==> src/design/fm7SharedPkg.sv <==
// ################################################
// FM-7 shared memory subsystem definitions.
// Address map, bus request and response types, memory sizes.
// ################################################

package fm7SharedPkg;

  // Shared window as seen from each bus.
  localparam logic [15:0] SHARED_BASE_MAIN = 16'hFC80;
  localparam logic [15:0] SHARED_BASE_SUB  = 16'hD380;
  localparam int          SHARED_DEPTH     = 128;

  // Halt/busy register on the main bus.
  localparam logic [15:0] HALT_REG_ADDR = 16'hFD05;

  // Private main RAM sits at 0x0000 to 0x0FFF.
  localparam int MAIN_RAM_DEPTH = 4096;

  localparam logic [7:0] IDLE_DATA = 8'hFF;

  typedef enum logic [1:0] {
    regMainRam,
    regShared,
    regHalt,
    regNone
  } mainRegion_t;

  typedef enum logic {
    ownMain,
    ownSub
  } arbOwner_t;

  typedef struct packed {
    logic [15:0] addr;
    logic [7:0]  wrData;
    logic        rd;
    logic        wr;
  } busReq_t;

  typedef struct packed {
    logic [7:0] rdData;
    logic       rdy;
  } busRsp_t;

endpackage
==> src/design/mainDecode.sv <==
// ################################################
// Main bus address decoder.
// Maps an address to its target region and offset.
// ################################################

`timescale 1ns/100ps

module mainDecode
  import fm7SharedPkg::*;
(
  input  busReq_t     req,
  output mainRegion_t region,
  output logic [11:0] offset
);

  logic inMainRam;
  logic inShared;
  logic inHalt;

  assign inMainRam = (req.addr < MAIN_RAM_DEPTH);
  assign inShared  = (req.addr[15:7] == SHARED_BASE_MAIN[15:7]);
  assign inHalt    = (req.addr == HALT_REG_ADDR);

  always_comb begin
    region = regNone;
    offset = 12'h000;
    if (inMainRam) begin
      region = regMainRam;
      offset = req.addr[11:0];
    end else if (inShared) begin
      region = regShared;
      offset = {5'b00000, req.addr[6:0]};
    end else if (inHalt) begin
      // A single register, so the offset stays zero.
      region = regHalt;
    end
  end

endmodule

==> config.mk <==
export PLATFORM = sky130hd
export DESIGN_NAME = mainDecode
export DESIGN_NICKNAME = d
export VERILOG_FILES = /design/src/design/fm7SharedPkg.sv /design/src/design/mainDecode.sv
export SDC_FILE = /design/constraint.sdc
export NUM_CORES = 1
export LEC_CHECK = 0
export BUFFER_PORTS_ARGS = -buffer_cell sky130_fd_sc_hd__buf_2
export CAP_MARGIN = 0
export CORE_AREA = 2 2 39 41
export DETAILED_ROUTE_END_ITERATION = 8
export DIE_AREA = 0 0 41 43
export SETUP_SLACK_MARGIN = 0.05
export SLEW_MARGIN = 10
export SYNTH_ARGS = -nofsm -noshare
export SYNTH_HDL_FRONTEND = slang
export SYNTH_SLANG_ARGS = --single-unit
==> constraint.sdc <==
create_clock -name vclk -period 3.22
set_clock_uncertainty 0.15 [all_clocks]
set_input_delay 0.483 -clock vclk [all_inputs]
set_output_delay 0.483 -clock vclk [all_outputs]
set_load 0.1 [all_outputs]
==> results.sh <==
export IMPL_layout_commonest_cell="buf_2"
export IMPL_syn_area_per_cell_sq_um=6.93
export IMPL_tightest_slew_ns=0.742
export IMPL_run_status="completed"
export IMPL_nets=82
export IMPL_max_freq_mhz=385
export IMPL_die_y_um=43
export IMPL_finalCritPeriodShare_pct=80.6
export IMPL_slew_viol_final=0
export IMPL_wirelength_um=602
export IMPL_hp_class="input port to primary output"
export IMPL_hold_depth=3
export IMPL_yosysSeqAreaShare_pct=0
export IMPL_drc=0
export IMPL_io_pins=40
export IMPL_grt_antenna_before_repair=0
export IMPL_drive_gt1_share_pct=59.3
export IMPL_cap_violations=0
export IMPL_initialDrtViolationCount=2
export IMPL_slew_headroom_pct=50.1
export IMPL_rsz0062_at_grt="no"
export IMPL_crit_slowest_cell="o41ai_2"
export IMPL_postCtsHoldBufs=0
export IMPL_n_fill_cell=160
export IMPL_grt_max_degree=9
export IMPL_setup_violations_final=0
export IMPL_path_depth=5
export IMPL_cpMostUsedCell="buf_2"
export IMPL_area_growth_pct=102
export IMPL_cp_start_kind="input port"
export IMPL_ys_warnings_count=0
export IMPL_final_setup_worst_slack_ns=0.624
export IMPL_diodes=0
export IMPL_critPathMaxFanout=8
export IMPL_worst_path_buf_inv=2
export IMPL_io_buffers=30
export IMPL_cpPeakStageDelay_ns=0.61
export IMPL_post_cts_buffers=0
export IMPL_critPathCaptureType="primary output"
export IMPL_seq_cell_count=0
export IMPL_fin_crit_ns=2.60
export IMPL_power_density_nw_per_um2=138
export IMPL_cts_resized=0
export IMPL_via_count=275
export IMPL_crit_type="input port to primary output"
export IMPL_synth_area_sq_um=166
export IMPL_crit_arrival_ns=1.96
export IMPL_ant_nets=0
export IMPL_grt_pass1_wl_um=848
export IMPL_grt_pass1_vias=222
export IMPL_cp_cell_sequence="buf_2, nand4_1, o41ai_2, and2_1, buf_2"
export IMPL_clkbuf_count=0
export IMPL_vdd_drop_max_uv=27.0
export IMPL_mostFrequentLayoutCells="30 x buf_2, 12 x and2_1, 2 x nor4_1"
export IMPL_drt_pass1_iterations=2
export IMPL_yosys_top_cells_area="and2_1 45%, o41ai_2 9.8%, nand2b_4 8.3%"
export IMPL_routed_via_density=3.93
export IMPL_netlist_area_leader_share_pct=45.1
export IMPL_synth_top_area_cell="and2_1"
export IMPL_synth_fa_ha_area_share_pct=0
export IMPL_hold_viol_final=0
export IMPL_synth_top_family_by_area="simple AND/OR/NAND/NOR gates"
export IMPL_worstPathRequired_ns=2.59
export IMPL_synth_compound_area_share_pct=12.8
export IMPL_rows=14
export IMPL_die_width_um=41
export IMPL_ys_types=12
export IMPL_grtUsageTotal_pct=6.49
export IMPL_overflow=0
export IMPL_core_sq_um=1380
export IMPL_multi_input_area_sq_um=163
export IMPL_wire_per_inst_um=8.60
export IMPL_p_leak_nw=0.195
export IMPL_gp_congestion=0.626
export IMPL_synth_xor_area_share_pct=0
export IMPL_dieArea_sq_um=1760
export IMPL_syn_inst=24
export IMPL_critPathTopFamily="compound AO/OA/AOI/OAI gates"
export IMPL_hpwl_um=556
export IMPL_synth_mux_area_fraction_pct=0
export IMPL_dp_slack_ns=0.578
export IMPL_syn_nets=50
export IMPL_seqCellArea_sq_um=0
export IMPL_fin_tns_setup_ns=0
export IMPL_synthSimpleGateAreaFrac_pct=85.0
export IMPL_initial_core_util_pct=12.0
[through the flow]
step,std cells,area (sq um),hold slack (ns),utilization [%],total power [W]
floorplan,24,166,1.27,-,0.0000305
global placement,70,337,1.32,24.3,0.0000463
detailed placement,70,337,1.32,24.3,0.0000470
CTS,70,337,1.32,24.3,0.0000471
global route,70,337,1.33,24.3,0.0000497
finish,70,337,1.32,24.3,0.0000465
[path summary, 6_finish.rpt]
kind / startpoint / endpoint / slack, ns
max: req[25] / offset[6] / 0.62
min: req[13] / offset[3] / 1.32
[kinds of logic after synthesis]
logic type,Yosys count
AOI/OAI and AO/OA,2
and+or+nand+nor,21
buffers and inverters,1
[report_power, final]
group	leakage [nW]	switching [W]	internal [W]	total (W)
Sequential	0	0	0	0
Combinational	0.195	0.0000335	0.0000131	0.0000465
Clock	0	0	0	0
Total	0.195	0.0000335	0.0000131	0.0000465
[synth_stat cells]
| cell type | number |
|---|---|
| nand2b_4 | 1 |
| nand2_1 | 1 |
| a21oi_1 | 1 |
| nor4bb_1 | 1 |
| o41ai_2 | 1 |
| inv_1 | 1 |
| or4_1 | 1 |
| nand3b_1 | 1 |
| nor3_1 | 1 |
| and2_1 | 12 |
| nand4_1 | 1 |
| nor4_1 | 2 |
[tightest hold or removal path: stages]
cell	delay, ns
buf_2	0.10
and2_1	0.12
buf_2	0.28
[layout make-up]
type / count / area share (%)
inverter: 1 / 1.12
multi-input combinational: 23 / 48.3
tap: 16 / 5.95
timing repair buffer: 30 / 44.6
[per-layer routing]
metal	GRT usage, %	vias to the layer above	wire length [um]
met1	7.59	113	219
met4	0	0	0
met2	12.8	14	333
met3	0	0	49
li1	-	148	-
met5	0	-	0
Power figures use the tool's default switching activity.
