**config.mk**
```make
export PLATFORM = sky130hd
export DESIGN_NAME = sharedRam
export DESIGN_NICKNAME = d
export VERILOG_FILES = /design/src/design/fm7SharedPkg.sv /design/src/design/sharedRam.sv
export SDC_FILE = /design/constraint.sdc
export NUM_CORES = 1
export LEC_CHECK = 0
export BUFFER_PORTS_ARGS = -buffer_cell sky130_fd_sc_hd__clkbuf_2
export CORE_AREA = 2 2 321 323
export DETAILED_ROUTE_END_ITERATION = 8
export DIE_AREA = 0 0 323 325
export PLACE_DENSITY = 0.68
export SYNTH_ARGS = -nofsm -noshare
export SYNTH_HDL_FRONTEND = slang
export SYNTH_SLANG_ARGS = --single-unit
```
**constraint.sdc**
```tcl
create_clock -name CLKSYS -period 2.69 [get_ports CLKSYS]
set_clock_uncertainty 0.1 [all_clocks]
set_input_delay 0.4035 -clock CLKSYS [delete_from_list [all_inputs] [get_ports CLKSYS]]
set_output_delay 0.4035 -clock CLKSYS [all_outputs]
set_load 0.01 [all_outputs]
```
**src/design/fm7SharedPkg.sv**
```systemverilog
// ################################################
// FM-7 shared memory subsystem definitions.
// Address map, bus request and response types, memory sizes.
// ################################################

package fm7SharedPkg;

  // Shared window as seen from each bus.
  localparam logic [15:0] SHARED_BASE_MAIN = 16'hFC80;
  localparam logic [15:0] SHARED_BASE_SUB  = 16'hD380;
  localparam int          SHARED_DEPTH     = 128;

  // Halt/busy register on the main bus.
  localparam logic [15:0] HALT_REG_ADDR = 16'hFD05;

  // Private main RAM sits at 0x0000 to 0x0FFF.
  localparam int MAIN_RAM_DEPTH = 4096;

  localparam logic [7:0] IDLE_DATA = 8'hFF;

  typedef enum logic [1:0] {
    regMainRam,
    regShared,
    regHalt,
    regNone
  } mainRegion_t;

  typedef enum logic {
    ownMain,
    ownSub
  } arbOwner_t;

  typedef struct packed {
    logic [15:0] addr;
    logic [7:0]  wrData;
    logic        rd;
    logic        wr;
  } busReq_t;

  typedef struct packed {
    logic [7:0] rdData;
    logic       rdy;
  } busRsp_t;

endpackage
```
**src/design/sharedRam.sv**
```systemverilog
// ################################################
// 128-byte shared RAM with a registered read.
// ################################################

`timescale 1ns/100ps

module sharedRam
  import fm7SharedPkg::*;
(
  input  logic       CLKSYS,
  input  logic [6:0] addr,
  input  logic       we,
  input  logic [7:0] wrData,
  output logic [7:0] rdData
);

  logic [7:0] mem [SHARED_DEPTH];

  always_ff @(posedge CLKSYS) begin
    if (we) begin
      mem[addr] <= wrData;
    end
    rdData <= mem[addr];
  end

endmodule

```
==> flow_summary_export.csv <==
group,metric,value,unit
routing,wl_per_cell,28.49,µm
finish,layout-drive-gt1-share,24.24,%
place,dpl.hpwl,80040,µm
grt,gr-usage-all-layers,23.04,%
power_and_ir_drop,power_per_cell_area,707.5,nW/µm²
logic_synthesis,syn_area,40430,µm²
logic_synthesis,post_synthesis_area_per_instance,16.34,µm²
clock_network,clkSinkCount,1032,
job,timing.max_cap.violations,0,
place,place_congestion,0.9495,
setup_path,ff2ff_setup_slack,380,ps
floorplanning,ios,25,
min_path,timing.hold.worst.class,"in2reg",
grt,number_of_antenna_violations_at_the_first_check_in_global_routing,5,
min_path,hold-path-cell-count,2,
logic_synthesis,yosys.cell_types.count,66,
routing,vias_per_cell,6.063,
grt,global_route.peak_usage_layer,"met2",
grt,globalRouteMet1Util,31.63,%
setup_path,crit-reg2reg-launch,"mem[97][4]$_DFFE_PP_",
setup_path,worst_ep_arrival_time,2880,ps
setup_path,timing.critical_path.fanout_max,23,
place,numPortBuffers,24,
sta,timing_max_transition_violations_final,0,
sta,worst_slew_margin_rel,25.99,%
grt,met2_track_usage_gr,35.81,%
min_path,worst_hold_startpoint,"addr[5]",
clock_network,cts_post_setup_buffers_inserted,0,
setup_path,crit_slowest_cell,"sky130_fd_sc_hd__nor2_4",
finish,final_cells,4314,
run_status,outcome,"completed",
routing,drt_pass1_iterations,6,
finish,most_common_cell_after_layout_fill_and_taps_aside,"sky130_fd_sc_hd__edfxtp_1",
logic_synthesis,synthArstFlopShare,0,%
grt,grt_start_max_net_pins,129,
sta,setup_ws,320.8,ps
clock_network,cts.clk_slew.worst_paths,60,ps
place,pre_cts_setup_slack,-323.1,ps
routing,drt_iter0_markers,3785,
sta,grt_setup_unrepaired,"no",
min_path,hold-path-endpoint,"rdData[4]$_DFF_P_",
place,dpl_cell_area,45330,µm²
setup_path,critPathKind,"in2reg",
logic_synthesis,yosysSeqAreaShare,76.45,%
power_and_ir_drop,vdd_ir_drop_max,0.0006452,V
place,dp_cells,4123,
logic_synthesis,synth_fp_nets,2492,
sta,period_minus_slack,2369,ps
clock_network,postCtsHoldBufs,1,
grt,gr-total-overflow,0,
sta,period_share,88.07,%
routing,drtAntennaViolNets,0,
sta,final_hold_slack,104.3,ps
sta,setup-tns-final,0,ps
floorplanning,floorplan.die.height,325,µm
finish,finish.net_count,2878,
setup_path,critPathRequiredTime,3200,ps
floorplanning,initial_core_util,39.91,%
setup_path,cp_cell_sequence,"buf_6 -> nor2_4 -> a221oi_1 -> o22a_1 -> o22ai_1 -> nor3_1 -> nand3_1",
floorplanning,floorplan.core_area,101300,µm²
routing,post-route-drc-count,0,
power_and_ir_drop,leakage,16.12,nW
logic_synthesis,number_of_synthesized_flops_with_an_enable_pin,1024,
sta,worst_slew_pin_slew,1108,ps
floorplanning,design.die.area,105000,µm²
logic_synthesis,synthesis.yosys.warnings,0,
logic_synthesis,ys_seq_elements,1032,
routing,via_count,26154,
floorplanning,floorplan_die_width,323,µm
clock_network,worstSkewPairLatency,680,ps
finish,final_cell_area,48660,µm²
setup_path,slowest_delay,870,ps
sta,report.final.hold_viol_count,0,
setup_path,worst-r2r-cell-count,7,
sta,max_freq,0.4221,GHz
grt,first_global_vias,25647,
clock_network,htree_levels,3,
setup_path,worst_setup_path_end_kind,"flop",
finish,nFillCells,8511,
floorplanning,floorplan.rows,117,
finish,area_growth,20.34,%
power_and_ir_drop,totalPowerFinal,34.42,mW
grt,grt_first_pass_wirelength,177600,µm
logic_synthesis,synth_top_flop_cell,"sky130_fd_sc_hd__edfxtp_1",
clock_network,cts-root-to-sink-buffers,3,
setup_path,critical_path.startpoint_type,"input port",
clock_network,clock_tree_from_tritoncts,"yes",
logic_synthesis,synthCells,2475,
finish,layout_common_cells,"1,024 x sky130_fd_sc_hd__edfxtp_1, 407 x sky130_fd_sc_hd__buf_4, 239 x sky130_fd_sc_hd__nor2_1",
grt,grt.met3_usage,4.632,%
setup_path,regToRegEndpoint,"rdData[4]$_DFF_P_",
clock_network,resized_cells_post_cts,0,
routing,routed_wl,122900,µm
finish,fin_util,48.03,%
clock_network,cts_inserted_buffers,103,
clock_network,clockRootBuffer,"sky130_fd_sc_hd__clkbuf_16",
sta,finalSetupViolCount,0,
cells in the mapped netlist (9+ instances only):
cell type	n	area (µm²)
sky130_fd_sc_hd__a21oi_1	125	625.6
sky130_fd_sc_hd__a221o_1	20	200.2
sky130_fd_sc_hd__a221oi_1	220	1927
sky130_fd_sc_hd__a22o_1	41	359.1
sky130_fd_sc_hd__a22oi_1	73	548.0
sky130_fd_sc_hd__buf_1	11	41.29
sky130_fd_sc_hd__buf_2	80	400.4
sky130_fd_sc_hd__buf_4	9	67.56
sky130_fd_sc_hd__buf_6	23	259.0
sky130_fd_sc_hd__clkbuf_1	72	270.3
sky130_fd_sc_hd__edfxtp_1	1024	30750
sky130_fd_sc_hd__mux2_2	60	675.7
sky130_fd_sc_hd__mux2i_1	61	610.6
sky130_fd_sc_hd__mux4_2	11	247.7
sky130_fd_sc_hd__nand2_1	102	382.9
sky130_fd_sc_hd__nand3_1	17	85.08
sky130_fd_sc_hd__nand4_1	9	56.30
sky130_fd_sc_hd__nor2_1	240	900.9
sky130_fd_sc_hd__nor2b_1	12	75.07
sky130_fd_sc_hd__nor3_1	16	80.08
sky130_fd_sc_hd__o211ai_1	11	82.58
sky130_fd_sc_hd__o21ai_0	80	400.4
sky130_fd_sc_hd__o221ai_1	17	148.9
sky130_fd_sc_hd__o22a_1	11	96.34
sky130_fd_sc_hd__o22ai_1	24	150.1
cell families (layout without fill, tap and decap cells):
kind of cell	Yosys count	in the layout	synth area share, %
DFF	1032	1032	76.45
buffers and inverters	199	669	2.605
other	0	1	0
muxes	137	137	3.942
and+or+nand+nor	427	427	4.475
AOI/OAI and AO/OA	680	680	12.53
state kept, by name, indices dropped and copies added (netlist names):
signal / cells
mem: 1024
rdData: 8
layer usage:
metal | wire, µm | up-vias | part of all wire [%]
met2 | 56940 | 1700 | 46
met4 | 5704 | 6 | 4.6
met1 | 46620 | 13256 | 38
met3 | 13600 | 325 | 11
li1 | - | 10867 | -
met5 | 31 | - | 0.025
power by group:
part	internal [mW]	leakage, nW	switching, mW
Combinational	0.845	5.23	1.56
Clock	8.21	1.62	5.99
Sequential	17.8	9.27	0.0617
Total	26.8	16.1	7.62
worst max-delay path by stage:
stage / slack [ps] / end / start
after global placement: -260 / mem[7][2]$_DFFE_PP_ / addr[3]
after global routing: 300 / rdData[5]$_DFF_P_ / addr[0]
after detailed placement: -320 / rdData[5]$_DFF_P_ / addr[1]
after floorplan: -110 / mem[72][0]$_DFFE_PP_ / addr[2]
after CTS: 390 / rdData[4]$_DFF_P_ / mem[97][4]$_DFFE_PP_
final: 320 / rdData[1]$_DFF_P_ / addr[1]
cell type report:
type | instances | area (µm²) | share of cell area [%]
Antenna cell | 1 | 2.502 | 0.005143
Clock buffer | 131 | 2724 | 5.598
Clock inverter | 58 | 586.8 | 1.206
Inverter | 4 | 16.27 | 0.03343
Multi-Input combinational cell | 1244 | 8497 | 17.46
Sequential cell | 1032 | 30910 | 63.53
Tap cell | 1368 | 1712 | 3.518
Timing Repair Buffer | 476 | 4209 | 8.650
worst max-delay path: cells and delay by family:
family / cells / cell delay (ps)
AOI/OAI and AO/OA: 3 / 1140
and+or+nand+nor: 3 / 1150
buffers and inverters: 1 / 150
Power figures use the tool's default switching activity.
