$ cat config.mk
export PLATFORM = sky130hd
export DESIGN_NAME = sharedRamArbiter
export DESIGN_NICKNAME = d
export VERILOG_FILES = /design/src/design/fm7SharedPkg.sv /design/src/design/sharedRamArbiter.sv
export SDC_FILE = /design/constraint.sdc
export NUM_CORES = 1
export LEC_CHECK = 0
export CELL_PAD_IN_SITES_DETAIL_PLACEMENT = 0
export CELL_PAD_IN_SITES_GLOBAL_PLACEMENT = 1
export CORE_MARGIN = 2
export CORE_UTILIZATION = 26
export CTS_CLUSTER_SIZE = 14
export DETAILED_ROUTE_END_ITERATION = 8
export DONT_BUFFER_PORTS = 1
export PLACE_DENSITY_LB_ADDON = 0.08
export SKIP_LAST_GASP = 1
export SLEW_MARGIN = 40
export SYNTH_ARGS = -nofsm -noshare
export SYNTH_HDL_FRONTEND = slang
export SYNTH_SLANG_ARGS = --single-unit
$ cat constraint.sdc
create_clock -name CLKSYS -period 1.4 [get_ports CLKSYS]
set_input_delay 0 -clock CLKSYS [delete_from_list [all_inputs] [get_ports CLKSYS]]
set_output_delay 0 -clock CLKSYS [all_outputs]
set_load 0.005 [all_outputs]
$ cat src/design/fm7SharedPkg.sv
// ################################################
// FM-7 shared memory subsystem definitions.
// Address map, bus request and response types, memory sizes.
// ################################################

package fm7SharedPkg;

  // Shared window as seen from each bus.
  localparam logic [15:0] SHARED_BASE_MAIN = 16'hFC80;
  localparam logic [15:0] SHARED_BASE_SUB  = 16'hD380;
  localparam int          SHARED_DEPTH     = 128;

  // Halt/busy register on the main bus.
  localparam logic [15:0] HALT_REG_ADDR = 16'hFD05;

  // Private main RAM sits at 0x0000 to 0x0FFF.
  localparam int MAIN_RAM_DEPTH = 4096;

  localparam logic [7:0] IDLE_DATA = 8'hFF;

  typedef enum logic [1:0] {
    regMainRam,
    regShared,
    regHalt,
    regNone
  } mainRegion_t;

  typedef enum logic {
    ownMain,
    ownSub
  } arbOwner_t;

  typedef struct packed {
    logic [15:0] addr;
    logic [7:0]  wrData;
    logic        rd;
    logic        wr;
  } busReq_t;

  typedef struct packed {
    logic [7:0] rdData;
    logic       rdy;
  } busRsp_t;

endpackage
$ cat src/design/sharedRamArbiter.sv
// ################################################
// Round-robin arbiter for the shared RAM.
// Grants one bus per cycle and returns read data.
// ################################################

`timescale 1ns/100ps

module sharedRamArbiter
  import fm7SharedPkg::*;
(
  input  logic       CLKSYS,
  input  logic       rstN,
  input  logic       mainStb,
  input  logic       subStb,
  input  logic [6:0] mainOffset,
  input  logic [6:0] subOffset,
  input  busReq_t    mainReq,
  input  busReq_t    subReq,
  input  logic       subHalted,
  input  logic [7:0] ramRdData,
  output logic       mainRdy,
  output logic       subRdy,
  output logic [7:0] mainRdData,
  output logic [7:0] subRdData,
  output logic [6:0] ramAddr,
  output logic       ramWe,
  output logic [7:0] ramWrData,
  output arbOwner_t  lastOwner
);

  logic       subEff;
  logic       grantMain;
  logic       grantSub;
  logic       mainInFlight;
  logic       subInFlight;
  logic [7:0] mainHold;
  logic [7:0] subHold;

  // A halted sub side is not a contender.
  assign subEff = subStb & ~subHalted;

  assign grantMain = mainStb & (~subEff | (lastOwner == ownSub));
  assign grantSub  = subEff & (~mainStb | (lastOwner == ownMain));

  assign mainRdy = grantMain;
  assign subRdy  = grantSub;

  assign ramAddr   = grantSub ? subOffset : mainOffset;
  assign ramWrData = grantSub ? subReq.wrData : mainReq.wrData;
  assign ramWe     = (grantMain & mainReq.wr) | (grantSub & subReq.wr);

  always_ff @(posedge CLKSYS or negedge rstN) begin
    if (!rstN) begin
      lastOwner    <= ownSub;
      mainInFlight <= 1'b0;
      subInFlight  <= 1'b0;
    end else begin
      if (grantMain) begin
        lastOwner <= ownMain;
      end else if (grantSub) begin
        lastOwner <= ownSub;
      end
      mainInFlight <= grantMain & mainReq.rd;
      subInFlight  <= grantSub & subReq.rd;
    end
  end

  // The RAM output goes straight through in the cycle after the grant,
  // and the hold registers keep it until the next read on that port.
  always_ff @(posedge CLKSYS) begin
    if (mainInFlight) begin
      mainHold <= ramRdData;
    end
    if (subInFlight) begin
      subHold <= ramRdData;
    end
  end

  assign mainRdData = mainInFlight ? ramRdData : mainHold;
  assign subRdData  = subInFlight ? ramRdData : subHold;

endmodule

==> summary by stage, run 1 <==
Floorplanning
From left edge to right edge, the die measures 60.7 um. In this run the vertical extent of the chip is 60.7 um. The initialized floorplan defines 20 standard-cell rows. The initial standard-cell utilization of the core is 0.274. The area of the die is 3690 um^2. After floorplanning, the core was sized to cover 3050 um^2. During I/O placement, the number of pins put on the boundary was 114.

GRT
The number of antenna violations at the first check in global routing came to 0. Across every metal layer, demand over resource in global routing totals 0.105. Entering global routing, the biggest net connects 11 pins. The number of global-route vias before repair is 557. The first global-routing pass estimated 2.68 mm of wire.

The residual overflow from global routing is 0.

Logic synthesis
After synthesis, the netlist uses 15 different library cells. In this run, synthesis produced a sequential element count of 19. Counting flops with a built-in enable in the synthesized netlist gives 0. In the synthesized netlist the async set-or-reset flop fraction comes to 0.158. The largest total area in the synthesized netlist belongs to sky130_fd_sc_hd__mux2_2. After synthesis, the cell types taking the most area are sky130_fd_sc_hd__mux2_2 42%, sky130_fd_sc_hd__dfxtp_1 38%, sky130_fd_sc_hd__dfrtp_1 6.0%. The netlist area before placement is 837 um^2. The net count after synthesis is 142. The mean instance size in the synthesized netlist is 13.3 um^2. The number of synthesis warnings is 0.

The sequential element share of the synthesized area is 0.474. The share of Yosys cell area claimed by the top area cell type is 0.417. By count the netlist is led by 31 x sky130_fd_sc_hd__mux2_2, 16 x sky130_fd_sc_hd__dfxtp_1, 2 x sky130_fd_sc_hd__clkbuf_1, 2 x sky130_fd_sc_hd__dfrtp_1, 2 x sky130_fd_sc_hd__inv_1. The cell with the most instances after synthesis is sky130_fd_sc_hd__mux2_2. In the synthesized netlist, the number of instances is 63. Among all flip-flop cells after synthesis, the most frequent one is sky130_fd_sc_hd__dfxtp_1.

Timing
The worst-margin pin slew is 377 ps. The number of max-slew violations in the final report came to 0. Setup repair after global routing could not meet its margin everywhere. The post-layout minimum cycle time is 1470 ps.

The setup total negative slack is -1030 ps. Across the routed clock network, the largest skew measured is 0.565 ps. The hold violation total from the final report is 0. Dividing the final minimum period by the clock period gives 1.05. The worst relative slew slack is 0.748. The number of setup violations in the final report is 16.

The top achievable clock speed is 680 MHz. The tightest hold path in the finished design has a slack of 124 ps. The worst setup margin is -70.8 ps.

Detailed routing
The first-pass iteration count of the detailed router is 2. The count of antenna-violating nets left after detailed routing is 0. The sum of routed wire length over all layers is 2.00 mm. For this block, the initial DRC count from the detailed router was 2.

Summing over every cut layer, the via total after detailed routing is 570. Dividing the detail-routed via count by the number of cells gives 4.60. In the routed design, unresolved DRC markers number 0.

The detailed-route wire length per cell is 16.1 um.

Final layout
The repair_antennas step left the layout with diodes totalling 0. The number of nets in the layout is 160. Of the cells placed in the final design, the portion with a size suffix greater than 1 is 0.525. The finished layout cell area is 1140 um^2. Counting the fill cells in the layout gives 302.

The end-of-flow core utilization is 0.373. The area growth from synthesis to layout is 36.2%.

Clocking
The insertion delay to the later sink of the worst-skew pair is 280 ps. The cell chosen for the clock root is sky130_fd_sc_hd__clkbuf_4. TritonCTS built the clock tree.

The register clock-pin slew on the reported worst setup and hold paths is 100 ps. In this run the deepest clock path goes through 2 buffers. The count of clock tree sinks is 19. CTS built an H-tree with a depth of 1.

The number of buffers created by CTS is 3.

Critical path
The minimum setup slack among reg-to-reg paths is 200 ps. The worst flop-to-flop path startpoint is lastOwner. The capture point of the worst reg-to-reg path is subInFlight. For the worst setup path, the data arrival time is 1470 ps. The startpoint of the most critical setup path is lastOwner. Counting cells, the worst reg-to-reg path comes to 4. The required time of the worst setup path is 1400 ps. In this run the worst path has a maximum fanout of 8. The most critical setup path has its endpoint at ramAddr[1].

STA classifies the critical path startpoint as a register. STA classifies the critical path endpoint as an output port. The type of the worst setup path is register to output port.

Run status
The run finished, with violations left. The checks that failed: setup timing.

Pwr
The static power due to leakage is 0.508 nW. The power density normalized to cell area is 1090 nW/um^2. The worst-case IR drop observed on VDD is 0.261 mV.

Placement
The count of buffers added on input and output ports is 0. Once detailed placement completed, the half-perimeter wirelength came to 1.46 mm. At the end of routability-driven placement, the weighted congestion stood at 0.694.

Summing all placed instances gives a cell area of 877 um^2.

Run
Max-cap violations in this run came to 0.

Min path
The type of the most critical hold path is input port to output port.
## cell type report
class                   instances  area (um^2)  share of cell area
repair buffers                 15          150               0.132
well taps                      44         55.1              0.0483
flip-flops and latches         19          397               0.348
inverters                       2         7.51             0.00659
clock buffers                   4         26.3              0.0231
multi-input cells              40          504               0.442
## routing by layer
layer | vias up | share of wire | global-route usage
li1 | 262 | - | -
met1 | 250 | 0.34 | 0.103
met2 | 58 | 0.54 | 0.189
met3 | 0 | 0.12 | 0.0277
met4 | 0 | 0 | 0.0745
met5 | - | 0 | 0
## sequential cells by signal, summed over array words and instances, names as in the netlist
signal,flops
subHold,8
lastOwner,1
mainHold,8
mainInFlight,1
subInFlight,1
## layout by cell type (no fill, tap or decap), drive strengths merged
cell / count
mux2: 31
dfxtp: 16
dlygate4sd3: 15
clkbuf: 4
nand3b: 2
dfrtp: 2
inv: 2
and2: 2
nand2: 1
or3b: 1
a22o: 1
and3: 1
o21ai: 1
dfstp: 1
## worst max-delay path, stage by stage, from the launching register on
cell and delay (ps):
sky130_fd_sc_hd__dfstp_2 600, sky130_fd_sc_hd__nand2_4 90, sky130_fd_sc_hd__nand3b_4 170, sky130_fd_sc_hd__mux2_4 330
## logic make-up (layout without fill, tap and decap cells)
group | count (synthesis) | count (layout) | synth area share
AND/OR/NAND/NOR | 6 | 7 | 0.0658
multiplexers | 31 | 31 | 0.417
AO/OA/AOI/OAI | 2 | 2 | 0.0164
buffers and inverters | 5 | 21 | 0.0269
flip-flops | 19 | 19 | 0.474
## metrics by stage
stage,instances,total power [mW],setup slack (ps)
after floorplan,63,0.886,151
after global placement,104,0.923,138
after detailed placement,104,0.926,148
after CTS,124,1.26,-101
after global routing,124,1.32,-150
final,124,1.24,-70.8
## what timing repair did
| item | in CTS | in global routing |
|---|---|---|
| hold endpoints to repair | 22 | 0 |
| setup buffers | 0 | 0 |
| endpoints found under the setup margin | 16 | 16 |
| gates resized for setup | 13 | 7 |
| hold buffers | 15 | 0 |
| cloned | 1 | 0 |
| pin swaps | 4 | 3 |
## report_power, final
| part | internal, mW | switching, mW |
|---|---|---|
| clock network | 0.111 | 0.152 |
| registers | 0.647 | 0.0338 |
| logic | 0.179 | 0.121 |
| total | 0.937 | 0.306 |
## worst min-delay path by stage
stage | from | to | slack (ps) | depth (start not counted)
floorplan | rstN | mainInFlight | -300 | 0
global placement | rstN | mainInFlight | -300 | 0
detailed placement | rstN | subInFlight | -300 | 0
CTS | subStb | subInFlight | 120 | 3
global route | mainOffset[4] | ramAddr[4] | 130 | 1
finish | mainReq[3] | ramWrData[1] | 120 | 1
No activity file was read; power rests on OpenSTA's default activity.
==> run 2, diff against run 1 <==
- CORE_ASPECT_RATIO: default -> 2
==> summary by stage, run 2 (synthesized netlist as in run 1, its figures left out) <==
Run status
Result of the run: finished with violations (unchanged). Violations in the final reports: setup timing (unchanged).

Pwr
The cell-internal power came to 1.03 mW (was 937 uW). The power after layout was 1.35 mW (was 1.24 mW). The power density normalized to cell area was 1190 nW/um^2 (was 1090 nW/um^2). The maximum ir drop on the vdd rail came to 0.339 mV (was 0.261 mV). The share of total power in the clock network came to 0.274 (was 0.211).

The relative contribution of combinational cells to total power is 0.220 (was 0.241). The switching power is 322 uW (was 306 uW). The switching share of total power is 0.239 (was 0.246). The static power due to leakage is 0.511 nW (was 0.508 nW). The part of the power in registers is 0.506 (was 0.548).

Floorplanning
The initial standard-cell utilization of the core is 0.268 (was 0.274). The floorplan row count is 29 (was 20). The core area is 3120 um^2 (was 3050 um^2).

The chip height came to 84.2 um (was 60.7 um). The area of the die is 3720 um^2 (was 3690 um^2). The width of the die is 44.1 um (was 60.7 um). The number of top-level design ports is 114 (unchanged).

Final layout
The end-of-flow core utilization is 0.363 (was 0.373). The layout filler cell count was 312 (was 302). Most frequent cells in the layout: 16 x sky130_fd_sc_hd__mux2_2, 16 x sky130_fd_sc_hd__dfxtp_1, 15 x sky130_fd_sc_hd__mux2_4 (was 16 x sky130_fd_sc_hd__mux2_2, 16 x sky130_fd_sc_hd__dfxtp_1, 15 x sky130_fd_sc_hd__mux2_4, 15 x sky130_fd_sc_hd__dlygate4sd3_1, 3 x sky130_fd_sc_hd__clkbuf_4). The number of nets in the layout was 159 (was 160). The number of diodes added for antenna fixing is 0 (unchanged). Registers with the most flip-flops: mainHold (8), subHold (8) (unchanged). The post-route non-filler standard cell count is 110 (was 124). The finished layout cell area was 1130 um^2 (was 1140 um^2).

The share of cells above drive strength 1 was 0.532 (was 0.525). The area growth from synthesis to layout is 35.3% (was 36.2%).

Clocking
The register clock-pin slew on the reported worst setup and hold paths was 70 ps (was 100 ps). The buffer levels on the longest clock path is 2 (unchanged). The number of buffers created by CTS is 3 (unchanged). The insertion delay to the later sink of the worst-skew pair is 250 ps (was 280 ps). The maximum level of the CTS H-tree is 1 (unchanged).

The total setup buffers inserted after CTS is 0 (unchanged). The count of clock tree sinks is 19 (unchanged). The CTS tree is built (unchanged).

The cell chosen for the clock root is sky130_fd_sc_hd__clkbuf_8 (was sky130_fd_sc_hd__clkbuf_4).

Critical path
The endpoint arrival time on the critical path was 1430 ps (was 1470 ps). The type of the worst setup path is register to output port (unchanged). The endpoint kind of the worst setup timing path is an output port (unchanged). The worst flop-to-flop path startpoint was lastOwner (unchanged). The required time of the worst setup path is 1400 ps (about the same). The category of the worst setup path launch point is a register (unchanged). The peak fanout along the critical path came to 8 (unchanged). The startpoint of the most critical setup path is lastOwner (unchanged).

Timing
The hold violation total from the final report is 0 (unchanged). The share of the cycle needed by the critical path after routing is 1.02 (was 1.05). The worst setup margin is -28.3 ps (was -70.8 ps). The worst-margin pin slew is 379 ps (was 377 ps). The setup clock skew after layout is 2.33 ps (was 0.565 ps). The number of setup violations in the final report is 16 (unchanged). The number of max-slew violations in the final report is 0 (unchanged).

The top achievable clock speed came to 700 MHz (was 680 MHz). Unrepaired setup endpoints after global routing: true (unchanged). The post-layout minimum cycle time came to 1430 ps (was 1470 ps). The tightest hold margin is 55.5 ps (was 124 ps). The worst relative slew slack is 0.747 (was 0.748). The setup total negative slack is -390 ps (was -1030 ps).

Placement
The global placement routability congestion came to 0.601 (was 0.694). The number of port buffers is 0 (unchanged). The pre-CTS setup slack is 146 ps (was 148 ps).

The post-detailed-placement cell area is 861 um^2 (was 877 um^2). The placed wire-length estimate after detailed placement is 1.35 mm (was 1.46 mm). The total placed cells including tap cells is 91 (was 104).

Detailed routing
The uppermost layer routed is met4 (was met3). The DRC violation count after routing is 0 (unchanged). The routed length on met1 is 540 um (was 674 um). The met2 routed wirelength is 1.08 mm (about the same). The sum of met3 wire segment lengths after detailed routing was 233 um (was 246 um).

The sum of routed wire length over all layers is 1.90 mm (was 2.00 mm). The count of antenna-violating nets left after detailed routing is 0 (unchanged). The number of vias after detailed routing is 572 (was 570).

The number of vias per cell is 5.20 (was 4.60). The detailed-route wire length per cell is 17.2 um (was 16.1 um). The number of DRC markers in iteration 0 is 2 (unchanged).

The first-pass iteration count of the detailed router is 3 (was 2).

GRT
The total routing resource utilization after global routing is 0.102 (was 0.105). The number of global-route vias before repair came to 643 (was 557). The first-pass GRT wire length is 2.74 mm (was 2.68 mm). The pin count of the biggest net entering global routing came to 11 (unchanged). The number of antenna violations at the first check in global routing is 0 (unchanged).

The residual overflow from global routing was 0 (unchanged).

Min path
The beginning of the worst hold path was subStb (was mainReq[3]). The type of the most critical hold path is input port to register (was input port to output port).

Run
The number of max-capacitance violations reported is 0 (unchanged).
run 2: power by group through the flow:
stage               combinational [mW]  sequential [mW]  clock (mW)
floorplan                        0.210            0.676           0
global placement                 0.230            0.691           0
detailed placement               0.230            0.694           0
CTS                              0.301            0.684       0.392
global route                     0.323            0.691       0.416
finish                           0.297            0.682       0.370
run 2: timing repair:
| action | 4_1_cts | 5_1_grt |
|---|---|---|
| cloned | 1 | 0 |
| pin swaps | 3 | 1 |
| resized for setup | 19 | 1 |
| setup endpoints to repair | 16 | 16 |
| hold endpoints to repair | 22 | 0 |
| hold buffers | 14 | 0 |
run 2: critical path, stage by stage (launching register included):
cell and delay [ps]:
sky130_fd_sc_hd__dfstp_2 600, sky130_fd_sc_hd__nand2_4 80, sky130_fd_sc_hd__nand3b_4 170, sky130_fd_sc_hd__mux2_4 330
run 2: path summary, 6_finish.rpt:
kind,cells past startpoint,slack [ps],endpoint
max in group asynchronous,2,620,lastOwner
max,3,-30,ramAddr[0]
min in group asynchronous,2,550,subInFlight
min,2,60,lastOwner
min reg2reg,1,490,mainHold[0]
max reg2reg,4,220,subInFlight
run 2: area by class of cell:
cell class,count,area (um^2),area share
flip-flops and latches,19,397,0.350
repair buffers,14,140,0.124
multi-input cells,40,504,0.445
inverters,2,7.51,0.00663
well taps,31,38.8,0.0343
clock buffers,4,45.0,0.0398
run 2: metal layers:
| layer | GRT usage | up-vias |
|---|---|---|
| met5 | 0 | - |
| li1 | - | 255 |
| met4 | 0.0826 | 0 |
| met2 | 0.194 | 60 |
| met3 | 0.0172 | 2 |
| met1 | 0.0797 | 255 |
==> run 3, diff against run 2 <==
- clock period: 1.4 -> 1.5 ns (I/O delays scaled with it)
==> summary by stage, run 3 (synthesized netlist as in run 1, its figures left out) <==
Final layout
Most frequent cells in the layout: 31 x sky130_fd_sc_hd__mux2_2, 16 x sky130_fd_sc_hd__dfxtp_1, 14 x sky130_fd_sc_hd__dlygate4sd3_1 (was 16 x sky130_fd_sc_hd__mux2_2, 16 x sky130_fd_sc_hd__dfxtp_1, 15 x sky130_fd_sc_hd__mux2_4). The layout filler cell count is 328 (was 312). Registers with the most flip-flops: mainHold (8), subHold (8) (unchanged). The area occupied by registers came to 397 um^2 (unchanged). The most common cell after layout, fill and taps aside is sky130_fd_sc_hd__mux2_2.

The end-of-flow core utilization is 0.344 (was 0.363). The number of nets in the layout is 159 (unchanged). The area growth from synthesis to layout is 28.3% (was 35.3%). The number of diodes added for antenna fixing was 0 (unchanged). The share of cells above drive strength 1 is 0.506 (was 0.532). The area of the multi-input gates is 445 um^2 (was 504 um^2).

Timing
The number of max-slew violations in the final report is 0 (unchanged). The worst relative slew slack is 0.747 (unchanged). Unrepaired setup endpoints after global routing: false (was true).

Counting I/O delays and the setup requirement, the final critical path takes 1430 ps. The setup total negative slack is 0 ps (was -390 ps). The setup clock skew after layout is 2.33 ps (unchanged).

The number of setup violations in the final report is 0 (was 16). The worst-margin pin slew is 379 ps (unchanged). In the finished design, the share of the clock period the worst path needs comes to 0.954.

The hold violation total from the final report is 0 (unchanged). The top achievable clock speed is 699 MHz.

Detailed routing
The number of vias per cell is 5.19 (was 5.20). The number of vias after detailed routing was 571 (was 572). The DRC violation count after routing is 0 (unchanged). The count of antenna-violating nets left after detailed routing is 0 (unchanged).

The detailed-route wire length per cell is 16.7 um (was 17.2 um). The sum of routed wire length over all layers is 1.83 mm (was 1.90 mm). The number of DRC markers in iteration 0 came to 2 (unchanged). The first-pass iteration count of the detailed router was 3 (unchanged).

Critical path
The endpoint arrival time on the critical path came to 1430 ps (about the same). The worst flop-to-flop path startpoint is lastOwner (unchanged). The number of buffers and inverters on the critical path is 0 (unchanged). The peak fanout along the critical path was 8 (unchanged).

The required time of the worst setup path was 1500 ps (was 1400 ps). The category of the worst setup path launch point is a register (unchanged). The critical-path cell with the highest stage delay is sky130_fd_sc_hd__dfstp_2 (unchanged). The delay of the slowest cell on the worst path is 600 ps (about the same). The startpoint of the most critical setup path was lastOwner (unchanged).

The category of cells accounting for the largest share of critical-path delay is flip-flops (unchanged). The endpoint kind of the worst setup timing path was an output port (unchanged). Critical path cell sequence: nand2_4 > nand3b_4 > mux2_2 (was nand2_4 > nand3b_4 > mux2_4). The type of the worst setup path is register to output port (unchanged).

Clocking
The number of buffers created by CTS came to 3 (unchanged). The cell chosen for the clock root was sky130_fd_sc_hd__clkbuf_8 (unchanged). The CTS tree is built (unchanged). The total setup buffers inserted after CTS was 0 (unchanged). The insertion delay to the later sink of the worst-skew pair is 250 ps (about the same). The count of clock tree sinks was 19 (unchanged). The register clock-pin slew on the reported worst setup and hold paths came to 70 ps (about the same). The maximum level of the CTS H-tree is 1 (unchanged). The buffer levels on the longest clock path came to 2 (unchanged).

GRT
The number of global-route vias before repair is 613 (was 643). The number of antenna violations at the first check in global routing is 0 (unchanged). The residual overflow from global routing is 0 (unchanged).

The total routing resource utilization after global routing is 0.0982 (was 0.102). The first-pass GRT wire length was 2.62 mm (was 2.74 mm). The pin count of the biggest net entering global routing is 11 (unchanged).

Floorplanning
The area of the die is 3720 um^2 (unchanged). The number of top-level design ports is 114 (unchanged). The width of the die is 44.1 um (unchanged). The initial standard-cell utilization of the core was 0.268 (unchanged).

The core area is 3120 um^2 (unchanged). The chip height is 84.2 um (unchanged). The floorplan row count is 29 (unchanged).

Placement
The global placement routability congestion is 0.601 (unchanged). The placed wire-length estimate after detailed placement is 1.35 mm (unchanged). The number of port buffers is 0 (unchanged).

Pwr
The power after layout is 1.23 mW (was 1.35 mW). The static power due to leakage was 0.439 nW (was 0.511 nW). The switching share of total power is 0.239 (about the same). The switching power came to 294 uW (was 322 uW).

The part of the power in registers was 0.517 (was 0.506). The share of total power in the clock network came to 0.281 (was 0.274). The cell-internal power was 936 uW (was 1.03 mW). The power density normalized to cell area is 1150 nW/um^2 (was 1190 nW/um^2). The maximum ir drop on the vdd rail is 0.310 mV (was 0.339 mV). The relative contribution of combinational cells to total power came to 0.202 (was 0.220).

Run
The number of max-capacitance violations reported was 0 (unchanged).

Min path
The beginning of the worst hold path is subStb (unchanged). The type of the most critical hold path is input port to register (unchanged).

Run status
Result of the run: finished clean (was finished with violations).
==> run 3: per-layer routing <==
metal,vias up,wire [um],GRT usage
met5,-,0,0
met1,254,505,0.0691
met4,0,40,0.0826
met3,2,215,0.0108
li1,256,-,-
met2,59,1070,0.198
==> run 3: area by class of cell <==
| cell class | instances | area share |
|---|---|---|
| tap | 31 | 0.0361 |
| sequential | 19 | 0.369 |
| clock buffer | 4 | 0.0420 |
| inverter | 2 | 0.00699 |
| multi-input combinational | 40 | 0.415 |
| timing repair buffer | 14 | 0.131 |
==> run 3: power by group through the flow <==
stage / clock [mW] / combinational, mW / sequential, mW
6_report: 0.345 / 0.249 / 0.636
5_1_grt: 0.388 / 0.272 / 0.645
4_1_cts: 0.366 / 0.254 / 0.637
3_5_place_dp: 0 / 0.215 / 0.648
3_3_place_gp: 0 / 0.215 / 0.645
2_1_floorplan: 0 / 0.196 / 0.631
==> run 3: stage by stage <==
step                      std cells  area [um^2]  hold WS, ps  setup WS (ps)
after floorplan                  63          837         -296            251
after global placement           91          861         -295            256
after detailed placement         91          861         -295            246
after CTS                       110         1070         12.4           28.6
after global routing            110         1070         44.8           16.2
final                           110         1070         19.9           69.7
==> run 3: repair_timing <==
item,4_1_cts,5_1_grt
endpoints found under the hold margin,22,0
setup endpoints to repair,16,9
pin swaps,1,1
gates cloned,1,0
hold buffers,14,0
resized for setup,2,1
==> run 3: final timing paths <==
check                           slack (ps)           to  cells past startpoint
worst max-delay path                    70   ramAddr[3]                      3
worst min-delay path                    20    lastOwner                      2
worst max register to register         330  subInFlight                      4
worst min register to register         490  mainHold[0]                      1
max in group asynchronous              720    lastOwner                      2
min in group asynchronous              550  subInFlight                      2
